File: src/mem_pkg.sv
package mem_pkg;

    // AXI ID width, the source sits in bit 0
    localparam int ID_W = 4;

    localparam logic SRC_INST = 1'b0;
    localparam logic SRC_DATA = 1'b1;

    // AXI size codes, the upper bit of AxSIZE is always zero here
    localparam logic [1:0] SIZE_BYTE = 2'd0;
    localparam logic [1:0] SIZE_HALF = 2'd1;
    localparam logic [1:0] SIZE_WORD = 2'd2;

    localparam logic [2:0] SEG_KSEG1 = 3'b101;   // Unmapped, uncached

    localparam logic [3:0] CACHE_ATTR_CACHED   = 4'b1111;
    localparam logic [3:0] CACHE_ATTR_UNCACHED = 4'b0000;

    // Request as presented by the core, virtual address
    typedef struct packed {
        logic        write;
        logic [31:0] addr;
        logic [31:0] wdata;
        logic [1:0]  size;
    } core_req_t;

    // Request after segment translation
    typedef struct packed {
        logic        write;
        logic [31:0] paddr;
        logic [31:0] wdata;
        logic [1:0]  size;
        logic        cached;
        logic        src;      // SRC_INST or SRC_DATA
    } xlat_req_t;

endpackage

File: src/axi_single_master.sv
`timescale 1ns/1ps

module axi_single_master (
    input  logic                     aclk,
    input  logic                     rst_n,

    input  mem_pkg::xlat_req_t       issue_req,
    input  logic                     issue_busy,
    output logic                     issue_done,
    output logic                     done_src,
    output logic [31:0]              done_rdata,

    output logic [mem_pkg::ID_W-1:0] m_arid,
    output logic [31:0]              m_araddr,
    output logic [2:0]               m_arsize,
    output logic [3:0]               m_arcache,
    output logic                     m_arvalid,
    input  logic                     m_arready,
    input  logic [mem_pkg::ID_W-1:0] m_rid,
    input  logic [31:0]              m_rdata,
    input  logic                     m_rvalid,
    output logic                     m_rready,

    output logic [mem_pkg::ID_W-1:0] m_awid,
    output logic [31:0]              m_awaddr,
    output logic [2:0]               m_awsize,
    output logic [3:0]               m_awcache,
    output logic                     m_awvalid,
    input  logic                     m_awready,
    output logic [31:0]              m_wdata,
    output logic [3:0]               m_wstrb,
    output logic                     m_wlast,
    output logic                     m_wvalid,
    input  logic                     m_wready,
    input  logic                     m_bvalid,
    output logic                     m_bready
);

    typedef enum logic [2:0] {
        S_IDLE,
        S_RD_ADDR,
        S_RD_DATA,
        S_WR,
        S_WR_RESP,
        S_DONE
    } state_t;

    state_t                   state;
    logic [mem_pkg::ID_W-1:0] cur_id;
    logic [3:0]               cur_cache;
    logic [1:0]               lane;
    logic [3:0]               size_mask;
    logic [31:0]              rd_shift;
    logic [31:0]              rd_lane;
    logic                     r_hit;
    logic                     aw_ok;
    logic                     w_ok;

    assign cur_id    = {{(mem_pkg::ID_W-1){1'b0}}, issue_req.src};
    assign cur_cache = issue_req.cached ? mem_pkg::CACHE_ATTR_CACHED
                                        : mem_pkg::CACHE_ATTR_UNCACHED;

    // Byte lane offset and strobe pattern from size and low address bits
    always_comb begin
        case (issue_req.size)
            mem_pkg::SIZE_BYTE: begin
                lane      = issue_req.paddr[1:0];
                size_mask = 4'b0001;
            end
            mem_pkg::SIZE_HALF: begin
                lane      = {issue_req.paddr[1], 1'b0};
                size_mask = 4'b0011;
            end
            default: begin
                lane      = 2'd0;
                size_mask = 4'b1111;
            end
        endcase
    end

    assign rd_shift = m_rdata >> {lane, 3'b000};

    always_comb begin
        case (issue_req.size)
            mem_pkg::SIZE_BYTE: rd_lane = {24'h0, rd_shift[7:0]};
            mem_pkg::SIZE_HALF: rd_lane = {16'h0, rd_shift[15:0]};
            default:            rd_lane = rd_shift;
        endcase
    end

    assign r_hit = m_rvalid && (m_rid == cur_id);   // Only one read outstanding
    assign aw_ok = !m_awvalid || m_awready;
    assign w_ok  = !m_wvalid || m_wready;

    always_ff @(posedge aclk or negedge rst_n) begin
        if (!rst_n) begin
            state     <= S_IDLE;
            m_arvalid <= 1'b0;
            m_awvalid <= 1'b0;
            m_wvalid  <= 1'b0;
        end else begin
            case (state)
                S_IDLE: begin
                    if (issue_busy) begin
                        if (issue_req.write) begin
                            m_awvalid <= 1'b1;   // AW and W go up together
                            m_wvalid  <= 1'b1;
                            state     <= S_WR;
                        end else begin
                            m_arvalid <= 1'b1;
                            state     <= S_RD_ADDR;
                        end
                    end
                end
                S_RD_ADDR: begin
                    if (m_arready) begin
                        m_arvalid <= 1'b0;
                        state     <= S_RD_DATA;
                    end
                end
                S_RD_DATA: begin
                    if (r_hit)
                        state <= S_DONE;
                end
                S_WR: begin
                    if (m_awready)
                        m_awvalid <= 1'b0;
                    if (m_wready)
                        m_wvalid <= 1'b0;
                    if (aw_ok && w_ok)
                        state <= S_WR_RESP;
                end
                S_WR_RESP: begin
                    if (m_bvalid)
                        state <= S_DONE;
                end
                S_DONE:  state <= S_IDLE;   // Arbiter drops busy on this edge
                default: state <= S_IDLE;
            endcase
        end
    end

    always_ff @(posedge aclk) begin
        if (state == S_RD_DATA && r_hit)
            done_rdata <= rd_lane;
        else if (state == S_WR_RESP && m_bvalid)
            done_rdata <= 32'h0;
    end

    assign issue_done = (state == S_DONE);
    assign done_src   = issue_req.src;

    assign m_arid    = cur_id;
    assign m_araddr  = issue_req.paddr;
    assign m_arsize  = {1'b0, issue_req.size};
    assign m_arcache = cur_cache;
    assign m_rready  = 1'b1;

    assign m_awid    = cur_id;
    assign m_awaddr  = issue_req.paddr;
    assign m_awsize  = {1'b0, issue_req.size};
    assign m_awcache = cur_cache;
    assign m_wdata   = issue_req.wdata << {lane, 3'b000};   // Core data is right aligned
    assign m_wstrb   = size_mask << lane;
    assign m_wlast   = 1'b1;   // Single beat
    assign m_bready  = 1'b1;

endmodule

File: src/bus_arbiter.sv
`timescale 1ns/1ps

module bus_arbiter (
    input  logic               aclk,
    input  logic               rst_n,

    input  mem_pkg::xlat_req_t inst_xreq,
    input  mem_pkg::xlat_req_t data_xreq,
    input  logic               inst_pending,
    input  logic               data_pending,
    output logic               inst_take,
    output logic               data_take,

    output mem_pkg::xlat_req_t issue_req,
    output logic               issue_busy,
    input  logic               issue_done
);

    logic free;
    logic grant;

    assign free = !issue_busy;

    // Data side always wins, fetch only gets an idle data slot
    assign data_take = free && data_pending;
    assign inst_take = free && inst_pending && !data_pending;
    assign grant     = data_take || inst_take;

    always_ff @(posedge aclk or negedge rst_n) begin
        if (!rst_n) begin
            issue_busy <= 1'b0;
        end else if (issue_done) begin
            issue_busy <= 1'b0;
        end else if (grant) begin
            issue_busy <= 1'b1;
        end
    end

    // Held stable for the AXI stage until the done pulse
    always_ff @(posedge aclk) begin
        if (data_take)
            issue_req <= data_xreq;
        else if (inst_take)
            issue_req <= inst_xreq;
    end

endmodule

File: src/mem_subsys_top.sv
`timescale 1ns/1ps

module mem_subsys_top (
    input  logic                     aclk,
    input  logic                     rst_n,

    input  logic                     inst_en,
    input  logic [31:0]              inst_addr,
    output logic [31:0]              inst_rdata,
    output logic                     inst_stall,

    input  logic                     data_en,
    input  logic                     data_wr,
    input  logic [31:0]              data_addr,
    input  logic [31:0]              data_wdata,
    input  logic [1:0]               data_size,
    output logic [31:0]              data_rdata,
    output logic                     data_stall,

    output logic [mem_pkg::ID_W-1:0] m_arid,
    output logic [31:0]              m_araddr,
    output logic [2:0]               m_arsize,
    output logic [3:0]               m_arcache,
    output logic                     m_arvalid,
    input  logic                     m_arready,
    input  logic [mem_pkg::ID_W-1:0] m_rid,
    input  logic [31:0]              m_rdata,
    input  logic                     m_rvalid,
    output logic                     m_rready,
    output logic [mem_pkg::ID_W-1:0] m_awid,
    output logic [31:0]              m_awaddr,
    output logic [2:0]               m_awsize,
    output logic [3:0]               m_awcache,
    output logic                     m_awvalid,
    input  logic                     m_awready,
    output logic [31:0]              m_wdata,
    output logic [3:0]               m_wstrb,
    output logic                     m_wlast,
    output logic                     m_wvalid,
    input  logic                     m_wready,
    input  logic                     m_bvalid,
    output logic                     m_bready
);

    mem_pkg::core_req_t data_req;
    mem_pkg::xlat_req_t inst_xreq;
    mem_pkg::xlat_req_t data_xreq;
    mem_pkg::xlat_req_t issue_req;
    logic               inst_pending;
    logic               data_pending;
    logic               inst_take;
    logic               data_take;
    logic               issue_busy;
    logic               issue_done;
    logic               done_src;
    logic [31:0]        done_rdata;

    assign data_req = '{write: data_wr, addr: data_addr, wdata: data_wdata, size: data_size};

    seg_translate u_xlat (
        .aclk         (aclk        ),
        .rst_n        (rst_n       ),
        .inst_en      (inst_en     ),
        .inst_addr    (inst_addr   ),
        .inst_rdata   (inst_rdata  ),
        .inst_stall   (inst_stall  ),
        .data_en      (data_en     ),
        .data_req     (data_req    ),
        .data_rdata   (data_rdata  ),
        .data_stall   (data_stall  ),
        .inst_xreq    (inst_xreq   ),
        .data_xreq    (data_xreq   ),
        .inst_pending (inst_pending),
        .data_pending (data_pending),
        .inst_take    (inst_take   ),
        .data_take    (data_take   ),
        .resp_done    (issue_done  ),
        .resp_src     (done_src    ),
        .resp_rdata   (done_rdata  )
    );

    bus_arbiter u_arb (
        .aclk         (aclk        ),
        .rst_n        (rst_n       ),
        .inst_xreq    (inst_xreq   ),
        .data_xreq    (data_xreq   ),
        .inst_pending (inst_pending),
        .data_pending (data_pending),
        .inst_take    (inst_take   ),
        .data_take    (data_take   ),
        .issue_req    (issue_req   ),
        .issue_busy   (issue_busy  ),
        .issue_done   (issue_done  )
    );

    axi_single_master u_axi (
        .aclk       (aclk      ),
        .rst_n      (rst_n     ),
        .issue_req  (issue_req ),
        .issue_busy (issue_busy),
        .issue_done (issue_done),
        .done_src   (done_src  ),
        .done_rdata (done_rdata),
        .m_arid     (m_arid    ),
        .m_araddr   (m_araddr  ),
        .m_arsize   (m_arsize  ),
        .m_arcache  (m_arcache ),
        .m_arvalid  (m_arvalid ),
        .m_arready  (m_arready ),
        .m_rid      (m_rid     ),
        .m_rdata    (m_rdata   ),
        .m_rvalid   (m_rvalid  ),
        .m_rready   (m_rready  ),
        .m_awid     (m_awid    ),
        .m_awaddr   (m_awaddr  ),
        .m_awsize   (m_awsize  ),
        .m_awcache  (m_awcache ),
        .m_awvalid  (m_awvalid ),
        .m_awready  (m_awready ),
        .m_wdata    (m_wdata   ),
        .m_wstrb    (m_wstrb   ),
        .m_wlast    (m_wlast   ),
        .m_wvalid   (m_wvalid  ),
        .m_wready   (m_wready  ),
        .m_bvalid   (m_bvalid  ),
        .m_bready   (m_bready  )
    );

endmodule

File: src/seg_translate.sv
`timescale 1ns/1ps

module seg_translate (
    input  logic               aclk,
    input  logic               rst_n,

    input  logic               inst_en,
    input  logic [31:0]        inst_addr,
    output logic [31:0]        inst_rdata,
    output logic               inst_stall,

    input  logic               data_en,
    input  mem_pkg::core_req_t data_req,
    output logic [31:0]        data_rdata,
    output logic               data_stall,

    output mem_pkg::xlat_req_t inst_xreq,
    output mem_pkg::xlat_req_t data_xreq,
    output logic               inst_pending,
    output logic               data_pending,
    input  logic               inst_take,
    input  logic               data_take,

    input  logic               resp_done,
    input  logic               resp_src,
    input  logic [31:0]        resp_rdata
);

    mem_pkg::core_req_t port_req [2];
    mem_pkg::xlat_req_t slot_req [2];
    logic [31:0]        rdata_q  [2];
    logic [1:0]         port_en;
    logic [1:0]         take;
    logic [1:0]         pending;
    logic [1:0]         inflight;
    logic [1:0]         capture;
    logic [1:0]         resp_hit;

    function automatic mem_pkg::xlat_req_t translate(input mem_pkg::core_req_t req,
                                                     input logic src);
        mem_pkg::xlat_req_t x;
        x.write  = req.write;
        x.paddr  = {3'b000, req.addr[28:0]};   // kseg0/kseg1 map onto the low 512 MB
        x.wdata  = req.wdata;
        x.size   = req.size;
        x.cached = (req.addr[31:29] != mem_pkg::SEG_KSEG1);
        x.src    = src;
        return x;
    endfunction

    always_comb begin
        // Fetch port only ever reads whole words
        port_req[mem_pkg::SRC_INST] = '{write: 1'b0, addr: inst_addr,
                                        wdata: 32'h0, size: mem_pkg::SIZE_WORD};
        port_req[mem_pkg::SRC_DATA] = data_req;
        port_en[mem_pkg::SRC_INST]  = inst_en;
        port_en[mem_pkg::SRC_DATA]  = data_en;
        take[mem_pkg::SRC_INST]     = inst_take;
        take[mem_pkg::SRC_DATA]     = data_take;
        resp_hit[mem_pkg::SRC_INST] = resp_done && (resp_src == mem_pkg::SRC_INST);
        resp_hit[mem_pkg::SRC_DATA] = resp_done && (resp_src == mem_pkg::SRC_DATA);
    end

    assign capture = port_en & ~pending & ~inflight;   // Slot empty and core asking

    always_ff @(posedge aclk or negedge rst_n) begin
        if (!rst_n) begin
            pending  <= '0;
            inflight <= '0;
        end else begin
            for (int p = 0; p < 2; p++) begin
                if (capture[p]) begin
                    pending[p] <= 1'b1;
                end else if (take[p]) begin
                    pending[p]  <= 1'b0;
                    inflight[p] <= 1'b1;
                end else if (resp_hit[p]) begin
                    inflight[p] <= 1'b0;
                end
            end
        end
    end

    always_ff @(posedge aclk) begin
        for (int p = 0; p < 2; p++) begin
            if (capture[p])
                slot_req[p] <= translate(port_req[p], 1'(p));
            if (resp_hit[p])
                rdata_q[p] <= resp_rdata;   // Keep last word visible to the core
        end
    end

    assign inst_xreq    = slot_req[mem_pkg::SRC_INST];
    assign data_xreq    = slot_req[mem_pkg::SRC_DATA];
    assign inst_pending = pending[mem_pkg::SRC_INST];
    assign data_pending = pending[mem_pkg::SRC_DATA];

    // Stall drops only in the response cycle
    assign inst_stall = inst_en && !resp_hit[mem_pkg::SRC_INST];
    assign data_stall = data_en && !resp_hit[mem_pkg::SRC_DATA];
    assign inst_rdata = resp_hit[mem_pkg::SRC_INST] ? resp_rdata : rdata_q[mem_pkg::SRC_INST];
    assign data_rdata = resp_hit[mem_pkg::SRC_DATA] ? resp_rdata : rdata_q[mem_pkg::SRC_DATA];

endmodule

File: config.mk
export PLATFORM = sky130hd
export DESIGN_NAME = mem_subsys_top
export DESIGN_NICKNAME = d
export VERILOG_FILES = /design/src/mem_pkg.sv /design/src/axi_single_master.sv /design/src/bus_arbiter.sv /design/src/mem_subsys_top.sv /design/src/seg_translate.sv
export SDC_FILE = /design/constraint.sdc
export NUM_CORES = 1
export LEC_CHECK = 0
export ABC_AREA = 1
export BUFFER_PORTS_ARGS = -buffer_cell sky130_fd_sc_hd__buf_2
export CORE_MARGIN = 1
export CORE_UTILIZATION = 47
export CTS_BUF_LIST = sky130_fd_sc_hd__clkbuf_4 sky130_fd_sc_hd__clkbuf_8 sky130_fd_sc_hd__clkbuf_16
export CTS_CLUSTER_SIZE = 12
export DETAILED_ROUTE_END_ITERATION = 6
export HOLD_SLACK_MARGIN = 0.05
export PLACE_DENSITY = 0.77
export SYNTH_ARGS = -nofsm -noshare
export SYNTH_HDL_FRONTEND = slang
export SYNTH_SLANG_ARGS = --single-unit
File: constraint.sdc
create_clock -name aclk -period 3.5 [get_ports aclk]
set_clock_uncertainty 0.1 [all_clocks]
set_input_delay 0.525 -clock aclk [delete_from_list [all_inputs] [get_ports aclk]]
set_output_delay 0.525 -clock aclk [all_outputs]
set_load 0.02 [all_outputs]
After elaboration in Yosys (flattened, before gate mapping)
Memory sizes are Yosys's and may differ from the RTL's.
Index checks and enable logic that the tools add are counted.

storage, ports and cells
  memories kept = 2
  latch bits = 0
  input bits = 144
  RAM bits = 196
  ROM bits = 0
  bits in registers = 112
  logic and storage cells = 132
  output and inout port bits = 194

operators by class
  equal/unequal tests = 18
  reductions and logical operators = 38
  bitwise gates (word level) = 7
  magnitude comparators = 0
  divide/modulo/power cells = 0
  add/sub/neg operators = 0
  mux-type cells = 48
  $mul = 0
  shift-type cells = 3

memories
  memory           words  width  rd ports  clocked after memory_dff  write ports  RTL line             RTL
  u_xlat.slot_req  2      66     2         0                         2            seg_translate.sv:30  mem_pkg::xlat_req_t slot_req [2];
  u_xlat.rdata_q   2      32     2         0                         1            seg_translate.sv:31  logic [31:0] rdata_q [2];

operators with widths
  kind                number
  $mux 32             5
  $mux 69             2
  $pmux 32 s2         1
  $reduce_or 32->1    1
  $shl 32x5->32       1
  $shr 32x5->32       1
  $mux 1              27
  $reduce_bool 2->1   9
  $mux 3              5
  $pmux 3 s5          1
  $ne 2x2->1 const B  7
  $reduce_and 4->1    3
  $logic_and 1x1->1   11
  $pmux 4 s2          1
  $eq 3x2->1 const B  2
  $eq 3x3->1 const B  2
  $logic_not 1->1     6
  $ne 3x3->1 const B  2
  $pmux 1 s2          3
  $reduce_and 5->1    1
  $and 2x2->2         2
  $eq 4x1->1          1
  $mux 4              1
  $ne 2x1->1 const B  2
  other kinds (11)    17

Longest topological paths before layout
Gate-level depths: netlist of run 1.

  depth in word-level cells = 6
  mapped depth = 9
  depth with buffers taken out = 8

By module
A second synthesis of run 1 with hierarchy kept.

second synthesis, totals
  cell total of the unflattened synthesis = 1179
  area, all modules = 12406.9 µm²

by module, submodules not included
  module             cells an instance  times used  area an instance (µm²)
  seg_translate      405                1           5660.4
  axi_single_master  471                1           3417.0
  bus_arbiter        303                1           3329.4

Worst setup path before layout of run 1
No wires, ideal clock.

  kind = reg-to-reg
  start point = register u_axi.state[1]
  end point = register u_axi.done_rdata[0] (enable)
  setup time = 0.466 ns
  arrival = 3.021 ns
  cell stages (with the launch flop) = 4
  setup slack = -0.087 ns
  clock period less this slack = 3.587 ns
  cell sequence = dfrtp_1 > nor2_1 > nand2_1 > o21ai_0

on the way
  cells in the longest elaborated chain, start to end = 3

RTL lines
  item                                             RTL line                                            RTL
  from (decl)                                      axi_single_master.sv:48                             state_t state;
  from (signal assigned)                           axi_single_master.sv:97                             state <= S_IDLE;
  from (signal assigned)                           axi_single_master.sv:108                            state <= S_WR;
  from (signal assigned)                           axi_single_master.sv:111                            state <= S_RD_ADDR;
  $eq 3x3->1 / $eq 3x2->1 (equally long branches)  axi_single_master.sv:146, axi_single_master.sv:144
  $logic_and 1x1->1, on equally long branches      axi_single_master.sv:146, axi_single_master.sv:144
  $reduce_bool 2->1 (no line) (*)                  n/a
  to (signal assigned)                             axi_single_master.sv:145                            done_rdata <= rd_lane;
  to (decl)                                        axi_single_master.sv:11                             output logic [31:0] done_rdata,

Mark *: on every way between the ends. The rest lies on a longest branch, timed or not.
A chain may end at the register's enable or synchronous reset.

Worst setup path in the final report of run 1
  start point = register u_arb.issue_req[3] (netlist name)
  end point = output port m_wdata[18]

on the way
  cells in the longest elaborated chain, start to end = 3

RTL lines
  item                                                  RTL line                  RTL
  $eq 2x1->1 / $logic_not 2->1 (equally long branches)  axi_single_master.sv:65   case (issue_req.size)
  $pmux 2 s2 (*)                                        axi_single_master.sv:65
  $shl 32x5->32 (*)                                     axi_single_master.sv:163  assign m_wdata = issue_req.wdata << {lane, 3'b000};
  to (decl)                                             mem_subsys_top.sv:36      output logic [31:0] m_wdata,

Marked as above.

==> impl_metrics.tcl, run 1 <==
set metrics [dict create \
    seq_area_frac_synth_pct 65.1 \
    io_pins 338 \
    grt_usage_pct 21.8 \
    numCtsBuffers 29 \
    switching_share_pct 36.4 \
    status "complete, no violations" \
    synth_area_leaders "edfxtp_1 51%, nand2_1 12%, dfxtp_1 11%" \
    synth_edf_count 193 \
    syn_area_um2 11300 \
    num_rows 56 \
    wl_per_cell_um 16.0 \
    synth_cell_types 38 \
    final_area_um2 14100 \
    setup_tns_ps 0 \
    clkTransAtPathRegs_ps 60 \
    place_inst 1644 \
    relSlewSlack_pct 36.4 \
    overflow 0 \
    areaGrowthSynthToFinish_pct 25.0 \
    timing.fmax_mhz 313 \
    arrival_ps 2570 \
    power_density_nw_per_um2 799 \
    drt_wl_total_um 28100 \
    switching_power_mw 4.11 \
    dieHeight_um 157 \
    cts_sinks 268 \
    fill_cells 1970 \
    max_cap_viol_count 0 \
    period_share_pct 91.3 \
    syn_inst 1113 \
    tightest_slew_ps 954 \
    dr.pass1.iters 5 \
    p_int_mw 7.18 \
    port_buffers 320 \
    start_util_pct 48.0 \
    fp.dieW_um 157 \
    clkPwrFrac_pct 25.6 \
    ff_latch_area_um2 7350 \
    total_power_mw 11.3 \
    synth-seq-cells 268 \
    viasPerCell 4.81 \
    clk-insertion-delay-late_ps 530 \
    power.leakage_nw 6.60 \
    htree_levels 1 \
    setup_violations 0 \
    layout-drive-gt1-share_pct 29.2 \
    slew_violations 0 \
    grt_start_max_net_pins 68 \
    grt_pass1_wl_um 41200 \
    drt_iter0_drc 677 \
    multi_input_area_um2 2730 \
    synthArstFlopShare_pct 4.10 \
    routabilityCongestion 0.895 \
    ys.flop_type "edfxtp_1" \
    period_needed_ps 3200 \
    place_ws_ps 650 \
    setup_ws_ps 305 \
    crit_required_ps 2870 \
    min_path_type "in2reg" \
    critical_path_class "reg2out" \
    yosysWarnings 0 \
    dr_total_vias 8463 \
    dpl_cell_area_um2 12600 \
    hpwl_um 18700 \
    yosys.area.top_type_share_pct 51.3 \
    cts_setup_buffers 0 \
    combPwrFrac_pct 32.3 \
    yosys.area.top_type "edfxtp_1" \
    drc_errors 0 \
    seq_power_share_pct 42.1 \
    ant_nets 0 \
    vdd_drop_max_mv 0.561 \
    end_kind "output pin" \
    core_um2 23500 \
    cts_tree "built" \
    yosysMostFrequentCell "nand2_1" \
    grt_pass1_vias 8034 \
    critPathLaunchType "register" \
    nets 1565 \
    utilization_pct 60.0 \
    path_max_fanout 40 \
    layoutNonFillerInstCount 1758 \
    hold_ws_ps 66.1 \
    cts_root_buf "clkbuf_16" \
    fp.dieArea_um2 24700 \
    postSynthAreaPerCell_um2 10.2 \
    antenna_found_initial 0 \
    hold_violations 0 \
    clockBufferDepth 3 \
    synth_common_cells "368 x nand2_1, 193 x edfxtp_1, 98 x inv_1" \
    rsz0062_at_grt "no" \
    diodes 0 \
]
==> flip-flops by register name, indices dropped and copies added (netlist names) <==
register and flops:
u_arb.issue_busy 1, u_arb.issue_req 66, u_axi.done_rdata 32, u_axi.m_arvalid 1, u_axi.m_awvalid 1, u_axi.m_wvalid 1, u_axi.state 3, u_xlat.inflight 2
u_xlat.pending 2, u_xlat.rdata_q 64, u_xlat.slot_req 95
==> critical path, stage by stage (launching register included) <==
cell and delay (ps):
edfxtp_1 520, nor2_4 220, nand2_4 240, inv_4 380, nor2_1 140, inv_2 210
o22ai_1 120, buf_2 190
==> layout by cell type (no fill, tap or decap), drive strengths merged <==
cell | netlist | routed
edfxtp | 193 | 193
clkbuf | 20 | 45
xnor2 | 1 | 1
o22ai | 8 | 8
conb | 2 | 17
a21boi | 1 | 1
buf | 114 | 331
or2 | 2 | 2
inv | 105 | 107
o21ai | 77 | 77
dfxtp | 64 | 64
dfrtp | 11 | 11
a211oi | 2 | 2
nor3 | 3 | 3
nand2 | 372 | 372
a21oi | 3 | 3
a22oi | 2 | 2
nor2 | 93 | 93
o21bai | 1 | 1
nand3 | 24 | 24
nand3b | 2 | 2
o211ai | 8 | 8
mux2i | 1 | 1
dlygate4sd3 | 0 | 65
nand4 | 1 | 1
clkinv | 0 | 2
and2 | 3 | 3
==> power by group through the flow <==
stage / Sequential, mW / Combinational, mW / Clock [mW]
final: 4.75 / 3.65 / 2.89
after global placement: 4.77 / 3.52 / 0
after floorplan: 4.71 / 2.67 / 0
after global routing: 4.83 / 3.96 / 3.04
after detailed placement: 4.79 / 3.59 / 0
after CTS: 4.74 / 3.65 / 2.93
==> layout make-up <==
type	instances	area share [%]
clock buffer	45	6.25
clock inverter	4	0.204
inverter	105	2.84
multi-input combinational	621	19.3
sequential	268	52.0
tap	319	2.83
timing repair buffer	396	16.5
==> cells by family (layout without fill, tap and decap cells) <==
kind of cell | after synthesis | count (layout) | synth area share (%)
xor gates and xnor gates | 1 | 1 | 0.144
DFF | 268 | 268 | 65.1
other | 2 | 17 | 0.0664
and+or+nand+nor | 500 | 500 | 18.2
muxes | 1 | 1 | 0.0886
AOI/OAI and AO/OA | 102 | 102 | 4.98
buffers and inverters | 239 | 550 | 11.5
==> timing repair <==
action / 4_1_cts / 5_1_grt
hold buffers: 63 / 2
hold endpoints to repair: 73 / 2
endpoints found under the setup margin: 0 / 20
resized for setup: 0 / 2
==> layer usage <==
| layer | vias to the layer above | share of wire (%) | GRT usage [%] |
|---|---|---|---|
| met2 | 307 | 52 | 39.1 |
| met5 | - | 0 | 0 |
| met4 | 0 | 3.3 | 8.69 |
| met3 | 67 | 5.8 | 3.96 |
| li1 | 4096 | - | - |
| met1 | 3993 | 39 | 25.9 |
==> worst paths after layout <==
path                                                        from                                 to  slack, ps  cells after the start
worst max register to register      u_arb.issue_busy$_DFFE_PN0P_  u_arb.issue_req[28]$_SDFFCE_PN0P_       1280                      4
worst max-delay path            u_arb.issue_req[3]$_SDFFCE_PN1P_                        m_wdata[18]        300                      7
max in group asynchronous                                  rst_n       u_arb.issue_busy$_DFFE_PN0P_       2780                      2
worst min-delay path                               data_addr[18]  u_xlat.slot_req[0][120]$_DFFE_PP_         70                      1
min in group asynchronous                                  rst_n        u_axi.m_arvalid$_DFFE_PN0P_        310                      2
worst min register to register     u_xlat.rdata_q[0][38]$_DFF_P_      u_xlat.rdata_q[0][38]$_DFF_P_        350                      2
Note: power is estimated with default switching activity, not from simulation.
==> inputs of run 2 (changes only) <==
Settings changed: CELL_PAD_IN_SITES_DETAIL_PLACEMENT set to 2, CELL_PAD_IN_SITES_GLOBAL_PLACEMENT set to 2, CORE_UTILIZATION 47 to 28, PLACE_DENSITY 0.77 to unset, PLACE_DENSITY_LB_ADDON set to 0.1.
==> impl_metrics.tcl, run 2 (same netlist as run 1, synthesis figures left out) <==
set metrics [dict create \
    grt_usage_pct 17.5 \
    hold_violations 0 \
    tightest_slew_ps 1050 \
    place_ws_ps 880 \
    grt_start_max_net_pins 71 \
    cts_tree "built" \
    io_pins 338 \
    port_buffers 320 \
    cts_sinks 268 \
    mostFrequentLayoutCells "367 x nand2_1, 320 x buf_2, 193 x edfxtp_1, 96 x inv_1, 79 x dlygate4sd3_1" \
    period_needed_ps 3120 \
    path_max_fanout 26 \
    clk-insertion-delay-late_ps 530 \
    critical_path_class "reg2out" \
    num_rows 73 \
    min_path_type "in2reg" \
    ant_nets 0 \
    wl_per_cell_um 17.9 \
    dieHeight_um 203 \
    end_kind "output pin" \
    critPathLaunchType "register" \
    top_register "u_xlat.slot_req" \
    grt_pass1_vias 9221 \
    nets 1589 \
    dr.pass1.iters 4 \
    vdd_drop_max_mv 0.410 \
    cts_root_buf "clkbuf_16" \
    setup_violations 0 \
    relSlewSlack_pct 30.1 \
    clockBufferDepth 3 \
    timing.fmax_mhz 320 \
    final_area_um2 14800 \
    overflow 0 \
    power_density_nw_per_um2 814 \
    core_um2 39700 \
    drc_errors 0 \
    setup_ws_ps 376 \
    routabilityCongestion 0.742 \
    rsz0062_at_grt "no" \
    arrival_ps 2500 \
    clkTransAtPathRegs_ps 60 \
    layoutNonFillerInstCount 1996 \
    diodes 0 \
    dpl_cell_area_um2 12900 \
    max_cap_viol_count 0 \
    crit_required_ps 2870 \
    mostFrequentLayoutCell "nand2_1" \
    hold_ws_ps 84.3 \
    grt_pass1_wl_um 54500 \
    antenna_found_initial 0 \
    fp.dieW_um 203 \
    dr_total_vias 8510 \
    hpwl_um 24800 \
    drt_wl_total_um 35800 \
    power.leakage_nw 6.78 \
    layout-drive-gt1-share_pct 29.3 \
    drt_iter0_drc 285 \
    numCtsBuffers 35 \
    fp.dieArea_um2 41200 \
    largest_register_ffs 95 \
    reg_top3 "u_xlat.slot_req (95), u_arb.issue_req (66), u_xlat.rdata_q (64)" \
    period_share_pct 89.3 \
    viasPerCell 4.26 \
    status "complete, no violations" \
    setup_tns_ps 0 \
    slew_violations 0 \
    htree_levels 2 \
    place_inst 1854 \
    areaGrowthSynthToFinish_pct 30.7 \
    start_util_pct 28.4 \
]
run 2: cell types whose count changed in the layout (fill, tap and decap cells not counted), sizes merged:
cell and change:
clkbuf +3, bufinv +1, buf +4, clkinv +10, dlygate4sd3 +14, clkinvlp +1
inv -1
run 2: final timing paths:
kind | from | end | slack, ps | cells past startpoint
worst min register to register | u_xlat.rdata_q[0][36]$_DFF_P_ | u_xlat.rdata_q[0][36]$_DFF_P_ | 350 | 2
max in group asynchronous | rst_n | u_arb.issue_busy$_DFFE_PN0P_ | 2750 | 2
worst max-delay path | u_arb.issue_req[3]$_SDFFCE_PN1P_ | m_wdata[17] | 380 | 7
worst min-delay path | data_addr[7] | u_xlat.slot_req[0][109]$_DFFE_PP_ | 80 | 1
worst max register to register | u_arb.issue_req[0]$_DFFE_PP_ | u_axi.done_rdata[19]$_SDFFCE_PN0P_ | 1350 | 5
min in group asynchronous | rst_n | u_axi.m_awvalid$_DFFE_PN0P_ | 320 | 2
run 2: worst max-delay path: stages, from the launching register on:
cell and delay [ps]:
edfxtp_1 540, nor2_4 230, nand2_4 60, inv_2 250, buf_4 330, o21ai_1 90
o22ai_1 230, buf_2 220
run 2: cell type report:
| class | instances | area, um^2 |
|---|---|---|
| tap | 525 | 657 |
| timing repair buffer | 414 | 2520 |
| inverter | 105 | 399 |
| multi-input combinational | 621 | 2740 |
| fill | 4347 | 25000 |
| clock buffer | 48 | 1010 |
| sequential | 268 | 7350 |
| clock inverter | 15 | 96.3 |
run 2: through the flow:
| step | utilization, % | power (mW) |
|---|---|---|
| after floorplan | - | 7.38 |
| after global placement | 32.4 | 8.54 |
| after detailed placement | 32.4 | 8.62 |
| after CTS | 37.2 | 12.3 |
| after global routing | 37.2 | 12.7 |
| final | 37.2 | 12.0 |
run 2: power breakdown:
part / switching (mW) / internal, mW / total, mW / leakage, nW
sequential: 0.342 / 4.40 / 4.74 / 2.45
combinational: 2.72 / 1.08 / 3.80 / 3.77
clock: 1.39 / 2.10 / 3.49 / 0.556
run 2: metal layers:
metal	global-route usage [%]	share of wire, %	wire length, um
met4	5.18	2.0	730
met1	21.1	42	15100
met2	31.0	51	18300
met5	0	0	0
met3	3.82	4.7	1680
run 2: repair_timing:
action                                  in CTS  in global routing
endpoints found under the setup margin       0                  0
resized for setup                            0                  0
buffers inserted                             0                  0
hold endpoints to repair                    89                  0
hold buffers                                79                  0
